### src/source/n2r_defines.svh
/*
 * Matrix, slice and bus dimensions for the row-major to slice-order reshaper.
 * Included by the package and by every module that sizes logic from these values.
 */
`ifndef N2R_DEFINES_SVH
`define N2R_DEFINES_SVH

// Matrix geometry
`define N2R_ELEM_W      16
`define N2R_ROWS        8
`define N2R_COLS        8

// Core bank shape
`define N2R_BLOCK       2
`define N2R_CORES       2
`define N2R_SLICE_ROWS  (`N2R_BLOCK * `N2R_CORES)
`define N2R_CHUNKS      (`N2R_COLS / `N2R_BLOCK)
`define N2R_SLICES      (`N2R_ROWS / `N2R_SLICE_ROWS)

// Wishbone sizing and address map
`define N2R_WB_ADR_W    8
`define N2R_WB_DAT_W    32
// Word address bit that selects the control register
`define N2R_CTRL_BIT    6

`endif

### src/source/n2r_pkg.sv
/*
 * Shared types for the reshaper datapath and its control FSM.
 */
`default_nettype none

`include "n2r_defines.svh"

package n2r_pkg;

    typedef logic [`N2R_ELEM_W-1:0] elem_t;

    // Flat index, row * columns + column
    typedef logic [$clog2(`N2R_ROWS * `N2R_COLS)-1:0] elem_addr_t;

    // Band row 0 in the top bits, lower column higher within a row
    typedef logic [`N2R_SLICE_ROWS*`N2R_BLOCK*`N2R_ELEM_W-1:0] beat_t;

    typedef logic [$clog2(`N2R_SLICES + 1)-1:0] slice_idx_t;
    typedef logic [$clog2(`N2R_CHUNKS)-1:0]     chunk_idx_t;

    typedef enum logic [1:0] {
        CTRL_IDLE,
        CTRL_LOAD,
        CTRL_EMIT,
        CTRL_DONE
    } ctrl_state_t;

endpackage

`default_nettype wire

### src/source/n2r_wb_port.sv
/*
 * Wishbone classic slave for the reshaper. Element writes go straight to the RAM,
 * a write to the control register starts a run, a read returns busy and done.
 */
`default_nettype none

`include "n2r_defines.svh"

module n2r_wb_port
    import n2r_pkg::*;
(
    input  logic                     clk,
    input  logic                     rst_n,
    input  logic                     wb_cyc,
    input  logic                     wb_stb,
    input  logic                     wb_we,
    input  logic [`N2R_WB_ADR_W-1:0] wb_adr,
    input  logic [`N2R_WB_DAT_W-1:0] wb_dat_i,
    output logic [`N2R_WB_DAT_W-1:0] wb_dat_o,
    output logic                     wb_ack,
    output logic                     wr_en,
    output elem_addr_t               wr_addr,
    output elem_t                    wr_data,
    output logic                     start,
    input  logic                     busy,
    input  logic                     done
);

    logic req;
    logic ctrl_sel;
    logic [`N2R_WB_DAT_W-1:0] status;

    // New access, not yet acknowledged
    assign req      = wb_cyc && wb_stb && !wb_ack;
    assign ctrl_sel = wb_adr[`N2R_CTRL_BIT];

    // RAM write lands on the same edge that raises ack
    assign wr_en   = req && wb_we && !ctrl_sel;
    assign wr_addr = wb_adr[$bits(elem_addr_t)-1:0];
    assign wr_data = wb_dat_i[$bits(elem_t)-1:0];

    assign status = {{(`N2R_WB_DAT_W - 2){1'b0}}, done, busy};

    always_ff @(posedge clk) begin
        if (!rst_n) begin
            wb_ack <= 1'b0;
            start  <= 1'b0;
        end else begin
            wb_ack <= req;
            // Start pulse lines up with the ack
            start  <= req && wb_we && ctrl_sel && wb_dat_i[0];
        end
    end

    // Read data valid together with ack
    always_ff @(posedge clk) begin
        if (req && !wb_we) begin
            if (ctrl_sel) begin
                wb_dat_o <= status;
            end else begin
                // Element RAM is write only from the bus
                wb_dat_o <= '0;
            end
        end
    end

endmodule

`default_nettype wire

### src/source/n2r_row_ram.sv
/*
 * Element store for the whole matrix in row-major order.
 * One write port from the bus side, one registered read port for the loader.
 */
`default_nettype none

`include "n2r_defines.svh"

module n2r_row_ram
    import n2r_pkg::*;
(
    input  logic       clk,
    input  logic       wr_en,
    input  elem_addr_t wr_addr,
    input  elem_t      wr_data,
    input  elem_addr_t rd_addr,
    output elem_t      rd_data
);

    localparam int DEPTH = `N2R_ROWS * `N2R_COLS;

    elem_t mem [DEPTH];

    // Synchronous write and read, maps onto a simple dual port block RAM
    always_ff @(posedge clk) begin
        if (wr_en) begin
            mem[wr_addr] <= wr_data;
        end
        rd_data <= mem[rd_addr];
    end

endmodule

`default_nettype wire

### src/source/n2r_ctrl.sv
/*
 * Sequencing FSM for the reshaper. After a start it loads each band, then emits
 * one beat per column block, and flags the end of every band and of the matrix.
 */
`default_nettype none

`include "n2r_defines.svh"

module n2r_ctrl
    import n2r_pkg::*;
(
    input  logic       clk,
    input  logic       rst_n,
    input  logic       start,
    input  logic       load_done,
    output logic       load_start,
    output elem_addr_t band_base,
    output logic       emit_en,
    output chunk_idx_t chunk_idx,
    output logic       slice_done,
    output logic       buffer_done,
    output logic       busy
);

    localparam int BAND_ELEMS = `N2R_SLICE_ROWS * `N2R_COLS;

    ctrl_state_t state;
    ctrl_state_t state_next;
    slice_idx_t  slice_cnt;
    chunk_idx_t  chunk_cnt;
    logic        start_ok;
    logic        last_chunk;
    logic        last_slice;

    // Busy runs until done is flagged, which is one cycle after the last beat
    assign busy       = (state != CTRL_IDLE) && !buffer_done;
    assign start_ok   = start && !busy;
    assign last_chunk = (chunk_cnt == chunk_idx_t'(`N2R_CHUNKS - 1));
    assign last_slice = (slice_cnt == slice_idx_t'(`N2R_SLICES - 1));

    assign emit_en   = (state == CTRL_EMIT);
    assign chunk_idx = chunk_cnt;
    assign band_base = elem_addr_t'(int'(slice_cnt) * BAND_ELEMS);

    always_comb begin
        state_next = state;
        case (state)
            CTRL_IDLE: begin
                if (start_ok) begin
                    state_next = CTRL_LOAD;
                end
            end
            CTRL_LOAD: begin
                if (load_done) begin
                    state_next = CTRL_EMIT;
                end
            end
            CTRL_EMIT: begin
                if (last_chunk) begin
                    if (last_slice) begin
                        state_next = CTRL_DONE;
                    end else begin
                        state_next = CTRL_LOAD;
                    end
                end
            end
            CTRL_DONE: begin
                // New matrix may follow without a reset
                if (start_ok) begin
                    state_next = CTRL_LOAD;
                end
            end
            default: begin
                state_next = CTRL_IDLE;
            end
        endcase
    end

    always_ff @(posedge clk) begin
        if (!rst_n) begin
            state       <= CTRL_IDLE;
            slice_cnt   <= '0;
            chunk_cnt   <= '0;
            load_start  <= 1'b0;
            slice_done  <= 1'b0;
            buffer_done <= 1'b0;
        end else begin
            state <= state_next;

            // One load request on every entry into LOAD
            load_start <= (state_next == CTRL_LOAD) && (state != CTRL_LOAD);

            // Delayed to match the registered beat in the emitter
            slice_done <= emit_en && last_chunk;

            // Held until the next accepted start
            buffer_done <= (state == CTRL_DONE) && !start_ok;

            if (start_ok) begin
                slice_cnt <= '0;
            end else if (emit_en && last_chunk && !last_slice) begin
                slice_cnt <= slice_cnt + 1'b1;
            end

            if (emit_en) begin
                chunk_cnt <= last_chunk ? '0 : chunk_cnt + 1'b1;
            end
        end
    end

endmodule

`default_nettype wire

### src/source/n2r_slice_loader.sv
/*
 * Reads one band of rows out of the element RAM and keeps it in a register file.
 * The flattened band feeds the emitter until the next load overwrites it.
 */
`default_nettype none

`include "n2r_defines.svh"

module n2r_slice_loader
    import n2r_pkg::*;
(
    input  logic       clk,
    input  logic       rst_n,
    input  logic       load_start,
    input  elem_addr_t band_base,
    input  elem_t      rd_data,
    output elem_addr_t rd_addr,
    output logic       load_done,
    output logic [`N2R_SLICE_ROWS*`N2R_COLS*`N2R_ELEM_W-1:0] slice_flat
);

    localparam int BAND_ELEMS = `N2R_SLICE_ROWS * `N2R_COLS;
    localparam int IDX_W      = $clog2(BAND_ELEMS);
    localparam int W          = `N2R_ELEM_W;

    elem_t            band_q [BAND_ELEMS];
    logic [IDX_W-1:0] idx;
    logic [IDX_W-1:0] idx_d;
    logic             active;
    logic             rd_vld;
    logic             last_idx;

    assign last_idx = (idx == IDX_W'(BAND_ELEMS - 1));

    // Band is contiguous in row-major order
    assign rd_addr = band_base + elem_addr_t'(idx);

    always_ff @(posedge clk) begin
        if (!rst_n) begin
            active    <= 1'b0;
            rd_vld    <= 1'b0;
            load_done <= 1'b0;
            idx       <= '0;
        end else begin
            rd_vld    <= active;
            // Last element returns on the cycle this pulse is high
            load_done <= active && last_idx;
            if (load_start) begin
                active <= 1'b1;
                idx    <= '0;
            end else if (active) begin
                idx <= idx + 1'b1;
                if (last_idx) begin
                    active <= 1'b0;
                end
            end
        end
    end

    // Index delayed by the RAM read latency steers the returning element
    always_ff @(posedge clk) begin
        idx_d <= idx;
        if (rd_vld) begin
            band_q[idx_d] <= rd_data;
        end
    end

    always_comb begin
        for (int i = 0; i < BAND_ELEMS; i++) begin
            slice_flat[i*W +: W] = band_q[i];
        end
    end

endmodule

`default_nettype wire

### src/source/n2r_chunk_emitter.sv
/*
 * Builds one output beat per cycle from the loaded band.
 * Each band row contributes the column block picked by chunk_idx.
 */
`default_nettype none

`include "n2r_defines.svh"

module n2r_chunk_emitter
    import n2r_pkg::*;
(
    input  logic       clk,
    input  logic       rst_n,
    input  logic       emit_en,
    input  chunk_idx_t chunk_idx,
    input  logic [`N2R_SLICE_ROWS*`N2R_COLS*`N2R_ELEM_W-1:0] slice_flat,
    output logic       out_valid,
    output beat_t      out_beat
);

    localparam int ROWS  = `N2R_SLICE_ROWS;
    localparam int COLS  = `N2R_COLS;
    localparam int BLOCK = `N2R_BLOCK;
    localparam int W     = `N2R_ELEM_W;

    beat_t beat_next;

    always_comb begin
        int src;
        int dst;
        beat_next = '0;
        for (int r = 0; r < ROWS; r++) begin
            for (int k = 0; k < BLOCK; k++) begin
                src = r * COLS + int'(chunk_idx) * BLOCK + k;
                // Row 0 on top, first column of the block above the next
                dst = (ROWS - 1 - r) * BLOCK + (BLOCK - 1 - k);
                beat_next[dst*W +: W] = slice_flat[src*W +: W];
            end
        end
    end

    always_ff @(posedge clk) begin
        if (!rst_n) begin
            out_valid <= 1'b0;
        end else begin
            out_valid <= emit_en;
        end
    end

    always_ff @(posedge clk) begin
        if (emit_en) begin
            out_beat <= beat_next;
        end
    end

endmodule

`default_nettype wire

### src/source/n2r_reshaper.sv
/*
 * Top of the reshaper. The host fills the matrix over Wishbone and starts a run,
 * the core bank receives slice-ordered beats with band and matrix end markers.
 */
`default_nettype none

`include "n2r_defines.svh"

module n2r_reshaper
    import n2r_pkg::*;
(
    input  logic                     clk,
    input  logic                     rst_n,
    input  logic                     wb_cyc,
    input  logic                     wb_stb,
    input  logic                     wb_we,
    input  logic [`N2R_WB_ADR_W-1:0] wb_adr,
    input  logic [`N2R_WB_DAT_W-1:0] wb_dat_i,
    output logic [`N2R_WB_DAT_W-1:0] wb_dat_o,
    output logic                     wb_ack,
    output logic                     out_valid,
    output beat_t                    out_beat,
    output logic                     slice_done,
    output logic                     buffer_done
);

    logic       wr_en;
    elem_addr_t wr_addr;
    elem_t      wr_data;
    logic       start;
    logic       busy;
    logic       load_start;
    logic       load_done;
    elem_addr_t band_base;
    elem_addr_t rd_addr;
    elem_t      rd_data;
    logic       emit_en;
    chunk_idx_t chunk_idx;
    logic [`N2R_SLICE_ROWS*`N2R_COLS*`N2R_ELEM_W-1:0] slice_flat;

    n2r_wb_port u_wb_port (
        .clk(clk), .rst_n(rst_n),
        .wb_cyc(wb_cyc), .wb_stb(wb_stb), .wb_we(wb_we), .wb_adr(wb_adr),
        .wb_dat_i(wb_dat_i), .wb_dat_o(wb_dat_o), .wb_ack(wb_ack),
        .wr_en(wr_en), .wr_addr(wr_addr), .wr_data(wr_data),
        .start(start), .busy(busy), .done(buffer_done)
    );

    n2r_row_ram u_row_ram (
        .clk(clk), .wr_en(wr_en), .wr_addr(wr_addr), .wr_data(wr_data),
        .rd_addr(rd_addr), .rd_data(rd_data)
    );

    n2r_ctrl u_ctrl (
        .clk(clk), .rst_n(rst_n), .start(start), .load_done(load_done),
        .load_start(load_start), .band_base(band_base),
        .emit_en(emit_en), .chunk_idx(chunk_idx),
        .slice_done(slice_done), .buffer_done(buffer_done), .busy(busy)
    );

    n2r_slice_loader u_loader (
        .clk(clk), .rst_n(rst_n), .load_start(load_start), .band_base(band_base),
        .rd_data(rd_data), .rd_addr(rd_addr), .load_done(load_done),
        .slice_flat(slice_flat)
    );

    n2r_chunk_emitter u_emitter (
        .clk(clk), .rst_n(rst_n), .emit_en(emit_en), .chunk_idx(chunk_idx),
        .slice_flat(slice_flat), .out_valid(out_valid), .out_beat(out_beat)
    );

endmodule

`default_nettype wire

### config.mk
export PLATFORM = sky130hd
export DESIGN_NAME = n2r_reshaper
export DESIGN_NICKNAME = d
export VERILOG_FILES = /design/src/source/n2r_pkg.sv /design/src/source/n2r_wb_port.sv /design/src/source/n2r_row_ram.sv /design/src/source/n2r_ctrl.sv /design/src/source/n2r_slice_loader.sv /design/src/source/n2r_chunk_emitter.sv /design/src/source/n2r_reshaper.sv
export VERILOG_INCLUDE_DIRS = /design/src /design/src/source
export SDC_FILE = /design/constraint.sdc
export NUM_CORES = 1
export LEC_CHECK = 0
export BUFFER_PORTS_ARGS = -buffer_cell sky130_fd_sc_hd__buf_4
export CORE_ASPECT_RATIO = 0.5
export CORE_MARGIN = 8
export CORE_UTILIZATION = 60
export DETAILED_ROUTE_END_ITERATION = 16
export PLACE_DENSITY = 0.77
export REMOVE_ABC_BUFFERS = 1
export SETUP_SLACK_MARGIN = 0.2
export SLEW_MARGIN = 15
export SYNTH_ARGS = -nofsm -noshare
export SYNTH_HDL_FRONTEND = slang
export SYNTH_HIERARCHICAL = 1
export SYNTH_SLANG_ARGS = --single-unit
### constraint.sdc
create_clock -name clk -period 13.19 [get_ports clk]
set_input_delay 1.9785 -clock clk [delete_from_list [all_inputs] [get_ports clk]]
set_output_delay 1.9785 -clock clk [all_outputs]
set_load 0.05 [all_outputs]
# [Word level (Yosys, flattened, before mapping)]
# Memory sizes are Yosys's and may differ from the RTL's. A register that Yosys moved wholly into a read port is not among the register bits.
# Cells that the tools add are included.
[totals] word_cells=86 mem_bits_rw=1536 regBits=185 mem_count=2 out_inout_bits=164
[memory_table] name="u_row_ram.mem" words=64 width=16 read_ports=1 rd_ports_with_merged_regs=1 wr=1 line="n2r_row_ram.sv:22" rtl="elem_t mem [DEPTH];"
[memory_table] name="u_loader.band_q" words=32 width=16 read_ports=32 rd_ports_with_merged_regs=0 wr=1 line="n2r_slice_loader.sv:26" rtl="elem_t band_q [BAND_ELEMS];"
[classes] n_addsub=11 n_bitwise=1 n_reduce_logical=26 mux=13 n_eq_ne=8 shifts=8
[op_table] op="indexed part select 512 x 32 -> 16 bit" n=7
[op_table] op="indexed part select 512 x 8 -> 16 bit" n=1
[op_table] op="adder 28 x 2 -> 28 bit, second input constant" n=3
[op_table] op="logical AND 1 bit" n=14
[op_table] op="adder 5 x 3 -> 6 bit, first input constant" n=2
[op_table] op="two-way mux 2 bit" n=5
[op_table] op="zero test 1 bit" n=7
[op_table] op="two-way mux 1 bit" n=7
[op_table] op="adder 6 x 5 -> 6 bit" n=1
[op_table] op="equality test 2 x 1 -> 1 bit, second input constant" n=3
[op_table] op="equality test 2 bit, second input constant" n=3
[op_table] op="case mux 2 bit (3 select lines)" n=1
[op_table] op="OR reduction 2 bit" n=3
[op_table] op="adder 4 x 3 -> 5 bit, first input constant" n=1
[op_table] op="adder 5 x 1 -> 5 bit, second input constant" n=1
[op_table] op="equality test 5 bit, second input constant" n=1
[op_table] op="adder 2 x 1 -> 2 bit, second input constant" n=2
[op_table] op="adder 3 x 1 -> 4 bit, second input constant" n=1
[op_table] op="zero test 2 bit" n=1
[op_table] op="inequality test 2 x 1 -> 1 bit, second input constant" n=1
[op_table] op="nonzero test 2 bit" n=1
[op_table] op="NOT 1 bit" n=1

# [Depth between registers and ports, before layout]
[logic_depth] ltp_word=8 mapped_depth=13 mapped_depth_nobuf=9

# [Modules after synthesis]
# The synthesis kept the hierarchy.
[modules_own_cells] module="n2r_row_ram" cells_each=1829 instances=1 seq_area_each_um2=31069.8 area_each_um2=40042.2
[modules_own_cells] module="n2r_slice_loader" cells_each=615 instances=1 seq_area_each_um2=15635.0 area_each_um2=16190.5
[modules_own_cells] module="n2r_chunk_emitter" cells_each=286 instances=1 seq_area_each_um2=3863.7 area_each_um2=7066.8
[modules_own_cells] module="n2r_wb_port" cells_each=66 instances=1 seq_area_each_um2=100.1 area_each_um2=544.3
[modules_own_cells] module="n2r_ctrl" cells_each=55 instances=1 seq_area_each_um2=180.2 area_each_um2=531.8

# [Worst setup path after synthesis]
# Ideal clock, no wire load.
[synth_path] path_type="register to register" from="register u_ctrl.state[0]" to="register u_ctrl.slice_cnt[1]" required_time_ns=13.104 setup_slack_ns=8.768 setup_ns=0.086 synth_period_minus_slack_ns=4.422 path_stages_with_launch=6 t_arrival_ns=4.337 path_cell_list="dfxtp_1 > inv_1 > ha_1 > and3b_1 > nor2_1 > a211oi_1"
[synth_between] word_cells_on_any_way=8
[synth_rtl] element="from (decl)" line="n2r_ctrl.sv:27" rtl="ctrl_state_t state;"
[synth_rtl] element="from (signal assigned)" line="n2r_ctrl.sv:88" rtl="state <= state_next;"
[synth_rtl] element="equality test 2 bit" line="n2r_ctrl.sv:41" rtl="assign emit_en = (state == CTRL_EMIT);"
[synth_rtl] element="named net emit_en" line="n2r_reshaper.sv:37" rtl="logic emit_en;"
[synth_rtl] element="logical AND 1 bit (2 in a row)" line="n2r_ctrl.sv:101" rtl="end else if (emit_en && last_chunk && !last_slice) begin"
[synth_rtl] element="to (signal assigned)" line="n2r_ctrl.sv:102" rtl="slice_cnt <= slice_cnt + 1'b1;"
[synth_rtl] element="to (decl)" line="n2r_ctrl.sv:29" rtl="slice_idx_t slice_cnt;"
# The timed path passes the listed nets, and every way through them passes these cells.
# A chain may end at the register's enable or synchronous reset.

# [Final worst setup path]
[layout_path] from="register u_loader.idx[0]" to="register u_row_ram.rd_data[0] (read register of u_row_ram.mem)"
[layout_between] elab_chain_len=1
[layout_lines] element="from (decl)" line="n2r_slice_loader.sv:27" rtl="logic [IDX_W-1:0] idx;"
[layout_lines] element="from (signal assigned)" line="n2r_slice_loader.sv:52" rtl="idx <= idx + 1'b1;"
[layout_lines] element="adder 6 x 5 -> 6 bit" line="n2r_slice_loader.sv:36" rtl="assign rd_addr = band_base + elem_addr_t'(idx);"
[layout_lines] element="named net rd_addr[0]" line="n2r_reshaper.sv:35" rtl="elem_addr_t rd_addr;"
[layout_lines] element="to (decl)" line="n2r_row_ram.sv:17" rtl="output elem_t rd_data"
# The timed path passes the listed nets, and every way through them passes these cells.

==> results_tabular.tex <==
\begin{tabular}{lr}
\hline
Metric & Value \\
\hline
\multicolumn{2}{l}{\textbf{Run status}} \\
\quad Run status & completed \\
\multicolumn{2}{l}{\textbf{Clock tree}} \\
\quad Hold buffer count at CTS & 0 \\
\quad Number of gates given a new drive strength after cts & 0 \\
\quad Deepest level of the CTS H-tree & 4 \\
\quad Source-to-sink clock delay at the later pin of the worst-skew pair & 0.76 ns \\
\quad Clock root buffer & sky130\_fd\_sc\_hd\_\_clkbuf\_16 \\
\quad Post-CTS Setup Bufs & 0 \\
\quad Number of sinks handled by clock tree synthesis & 1707 \\
\quad Clock tree from TritonCTS & built \\
\quad Clock slew at the register clock pins of the worst setup and hold paths & 0.07 ns \\
\quad Largest buffer count on any clock path & 3 \\
\quad Clock buffer count from CTS & 142 \\
\multicolumn{2}{l}{\textbf{Power}} \\
\quad Pleak & 22.6 nW \\
\quad Total chip power & 10.6 mW \\
\quad Peak ir drop on the vdd network & 0.125 mV \\
\quad Areal power density over the cells & 148 nW/um\^{}2 \\
\multicolumn{2}{l}{\textbf{STA}} \\
\quad Setup tns final & 0 ns \\
\quad Share of the clock period used by the worst path after layout & 0.355 \\
\quad Relative slew slack & 0.253 \\
\quad Setup repair after global routing missed its margin & false \\
\quad Hold Worst Slack & 0.412 ns \\
\quad Count of endpoints failing hold in the final timing report & 0 \\
\quad Count of pins over their slew limit & 0 \\
\quad Final setup fails & 0 \\
\quad Worst slew pin tran & 1.12 ns \\
\quad Peak clock frequency supported by timing & 214 MHz \\
\quad Maximum clock skew at final layout & 0.0185 ns \\
\quad Final period demand of the worst path & 4.68 ns \\
\multicolumn{2}{l}{\textbf{Drt}} \\
\quad Initial drt markers & 3459 \\
\quad Uppermost routed layer & met5 \\
\quad Post-route DRC & 0 \\
\quad Met2 wirelength from detailed routing & 68.6 mm \\
\quad Vias per inst & 6.35 \\
\quad Wirelength, routed & 137 mm \\
\quad Initial DRT Pass Iterations & 6 \\
\quad Routed wire length on met3 & 12.0 mm \\
\quad Met1 WL & 52.2 mm \\
\quad Overall via count from detail\_route & 29600 \\
\quad Wirelength per Cell & 29.5 um \\
\quad Number of routed nets with antenna violations & 0 \\
\multicolumn{2}{l}{\textbf{Setup path}} \\
\quad Reg-to-reg slack, setup & 8.51 ns \\
\quad Start-to-end type of the worst setup path & flip-flop to flip-flop \\
\quad Critical register-to-register path endpoint & u\_row\_ram/rd\_data[0] \\
\quad Endpoint arrival time on the critical path & 5.21 ns \\
\quad Endpoint type of the worst setup path & flip-flop \\
\quad Largest fanout of any net on the critical path & 103 \\
\quad Critical path launch point type & flip-flop \\
\quad Worst flop-to-flop path startpoint & u\_loader/idx[0] \\
\quad Path depth of the worst reg2reg path & 8 \\
\quad CP required & 13.72 ns \\
\multicolumn{2}{l}{\textbf{Die}} \\
\quad Horizontal die dimension & 479 um \\
\quad I/O Pins & 209 \\
\quad Area of the die & 119000 sq um \\
\quad Starting density of the core & 0.602 \\
\quad Standard cell core area & 107000 sq um \\
\quad Number of placement rows & 85 \\
\quad Vert. Die Dim & 248 um \\
\multicolumn{2}{l}{\textbf{Logic synthesis}} \\
\quad Number of synthesized register bits & 1707 \\
\quad Fraction of the yosys area taken by sequential cells & 0.790 \\
\quad Post-synth top area share & 0.777 \\
\quad Number of enable flip-flop cells after synthesis & 1666 \\
\quad Leading post-synthesis cells by cell area & sky130\_fd\_sc\_hd\_\_edfxtp\_1 (78\%), sky130\_fd\_sc\_hd\_\_mux4\_2 (12\%), sky130\_fd\_sc\_hd\_\_mux2i\_1 (1.4\%) \\
\quad Warnings, synthesis & 6 \\
\quad Yosys top cell by area & sky130\_fd\_sc\_hd\_\_edfxtp\_1 \\
\quad Library cells used by synthesis & 67 \\
\quad Dominant register cell in the synthesized netlist & sky130\_fd\_sc\_hd\_\_edfxtp\_1 \\
\quad Proportion of synthesized flip-flops having asynchronous set or reset & 0 \\
\quad Instance count of the mapped netlist & 2851 \\
\quad Area of the mapped netlist & 64400 sq um \\
\quad Post-synthesis average cell area & 22.6 sq um \\
\multicolumn{2}{l}{\textbf{Final layout}} \\
\quad Number of nets in the finished design & 3172 \\
\quad Number of cells in the finished layout apart from fillers & 4665 \\
\quad Growth of design area from synthesis to finish & 11.2\% \\
\quad Final Cell Area & 71600 sq um \\
\quad Fraction of layout cells with a size suffix above 1 & 0.276 \\
\multicolumn{2}{l}{\textbf{GRT}} \\
\quad Pin count of the biggest net entering global routing & 134 \\
\quad Wire length of the first global-routing pass & 200 mm \\
\quad All-layer global routing usage & 0.231 \\
\quad Via count of the first global-routing pass & 30000 \\
\quad Aggregate global routing overflow & 0 \\
\quad Number of antenna violations at the first check in global routing & 7 \\
\multicolumn{2}{l}{\textbf{Place}} \\
\quad Placed instance count & 4404 \\
\quad Detailed placement HPWL & 74.2 mm \\
\quad Count of buffers from port buffering & 161 \\
\quad Routability cong. & 0.843 \\
\quad Instance area at placement & 67000 sq um \\
\multicolumn{2}{l}{\textbf{Worst hold path}} \\
\quad Cell depth of the worst min-delay path & 0 \\
\quad Worst hold path type & flip-flop to flip-flop \\
\quad Worst Hold End & u\_loader/idx\_d[3] \\
\quad Startpoint of the worst hold path & u\_loader/idx[3] \\
\multicolumn{2}{l}{\textbf{Flow run}} \\
\quad Max capacitance violation total & 0 \\
\hline
\end{tabular}
[layout make-up]
class / count / area, sq um
multi-input cells: 981 / 12300
diodes: 5 / 12.5
fillers: 6458 / 35400
clock buffers: 185 / 3890
flip-flops and latches: 1707 / 50900
repair buffers: 277 / 2130
clock inverters: 71 / 609
inverters: 4 / 15.0
well taps: 1435 / 1800
[worst max-delay path, stage by stage, from the launching register on]
cell,delay [ns]
sky130_fd_sc_hd__dfxtp_1,0.48
sky130_fd_sc_hd__ha_4,0.61
sky130_fd_sc_hd__buf_4,0.75
sky130_fd_sc_hd__buf_12,0.59
sky130_fd_sc_hd__mux4_2,0.63
sky130_fd_sc_hd__nor2b_1,0.15
sky130_fd_sc_hd__a211o_1,0.29
sky130_fd_sc_hd__a31oi_1,0.50
sky130_fd_sc_hd__a311oi_1,0.22
[how the worst max path moves through the flow]
stage | start | endpoint | slack [ns] | depth (start not counted)
after floorplan | u_loader/idx[2] | u_row_ram/rd_data[6] | -0.27 | 7
after global placement | wb_cyc | u_row_ram/mem[62][4] | 8.25 | 6
after detailed placement | wb_cyc | u_row_ram/mem[63][3] | 8.20 | 5
after CTS | u_loader/idx[0] | u_row_ram/rd_data[0] | 8.45 | 8
after global routing | u_loader/idx[0] | u_row_ram/rd_data[9] | 8.22 | 8
final | u_loader/idx[0] | u_row_ram/rd_data[0] | 8.51 | 8
[state kept, by name, summed over array words and instances (netlist names), 2 cells and up]
register,flops
u_row_ram/mem,1024
u_loader/band_q,512
u_emitter/out_beat,128
u_row_ram/rd_data,16
u_loader/idx,5
u_loader/idx_d,5
u_ctrl/chunk_idx,2
u_ctrl/slice_cnt,2
u_ctrl/state,2
u_wb_port/wb_dat_o,2
[per-layer routing]
layer,vias up,GRT usage
met3,261,0.0470
li1,12300,-
met1,15500,0.310
met5,-,0
met2,1506,0.382
met4,2,0.0855
[cells in the mapped netlist (all sizes together), types with 2 or more instances]
master,instances
a211o,8
a211oi,11
a21o,2
a21oi,20
a221o,6
a221oi,17
a22o,6
a22oi,39
a311oi,8
a31oi,8
a41oi,5
and2,6
and2b,2
and3,4
and3b,2
and4,5
buf,164
clkbuf,28
conb,2
dfxtp,41
edfxtp,1666
ha,13
inv,4
mux2,27
mux2i,88
mux4,352
nand2,64
nand2b,5
nand3,27
nand3b,7
nand4,13
nand4b,2
nor2,121
nor2b,34
nor3,3
nor3b,3
nor4,3
o21a,2
o21ai,13
or3,2
or3b,4
xnor2,4
xor2,3
[power by group]
group,total [mW],internal (mW),leakage [nW],switching (mW)
clock network,4.14,2.28,2.20,1.86
registers,6.00,5.99,15.3,0.00789
logic,0.449,0.134,5.12,0.315
total,10.6,8.41,22.6,2.18
[per-stage QoR]
step,utilization,worst slack [ns]
final,0.669,8.51
after global routing,0.669,8.22
after CTS,0.669,8.45
after detailed placement,0.627,8.20
after global placement,0.627,8.25
after floorplan,-,-0.267
[cells in the final DEF (no fill, tap or decap), drive strengths merged, types with 34 or more instances in the layout]
master	netlist	routed
edfxtp	1666	1666
mux4	352	352
buf	164	277
clkbuf	28	185
nor2	121	121
mux2i	88	88
nand2	64	64
clkinv	0	50
dfxtp	41	41
a22oi	39	39
conb	2	35
nor2b	34	34
[logic make-up after synthesis]
family | after synthesis | share of synthesized area
and+or+nand+nor | 308 | 0.0235
xor gates and xnor gates | 7 | 0.000952
muxes | 467 | 0.142
AOI/OAI and AO/OA | 150 | 0.0176
DFF | 1707 | 0.790
adders and majority gates | 14 | 0.00284
other | 2 | 0.000117
buffers and inverters | 196 | 0.0234
No activity file was read; power rests on OpenSTA's default activity.
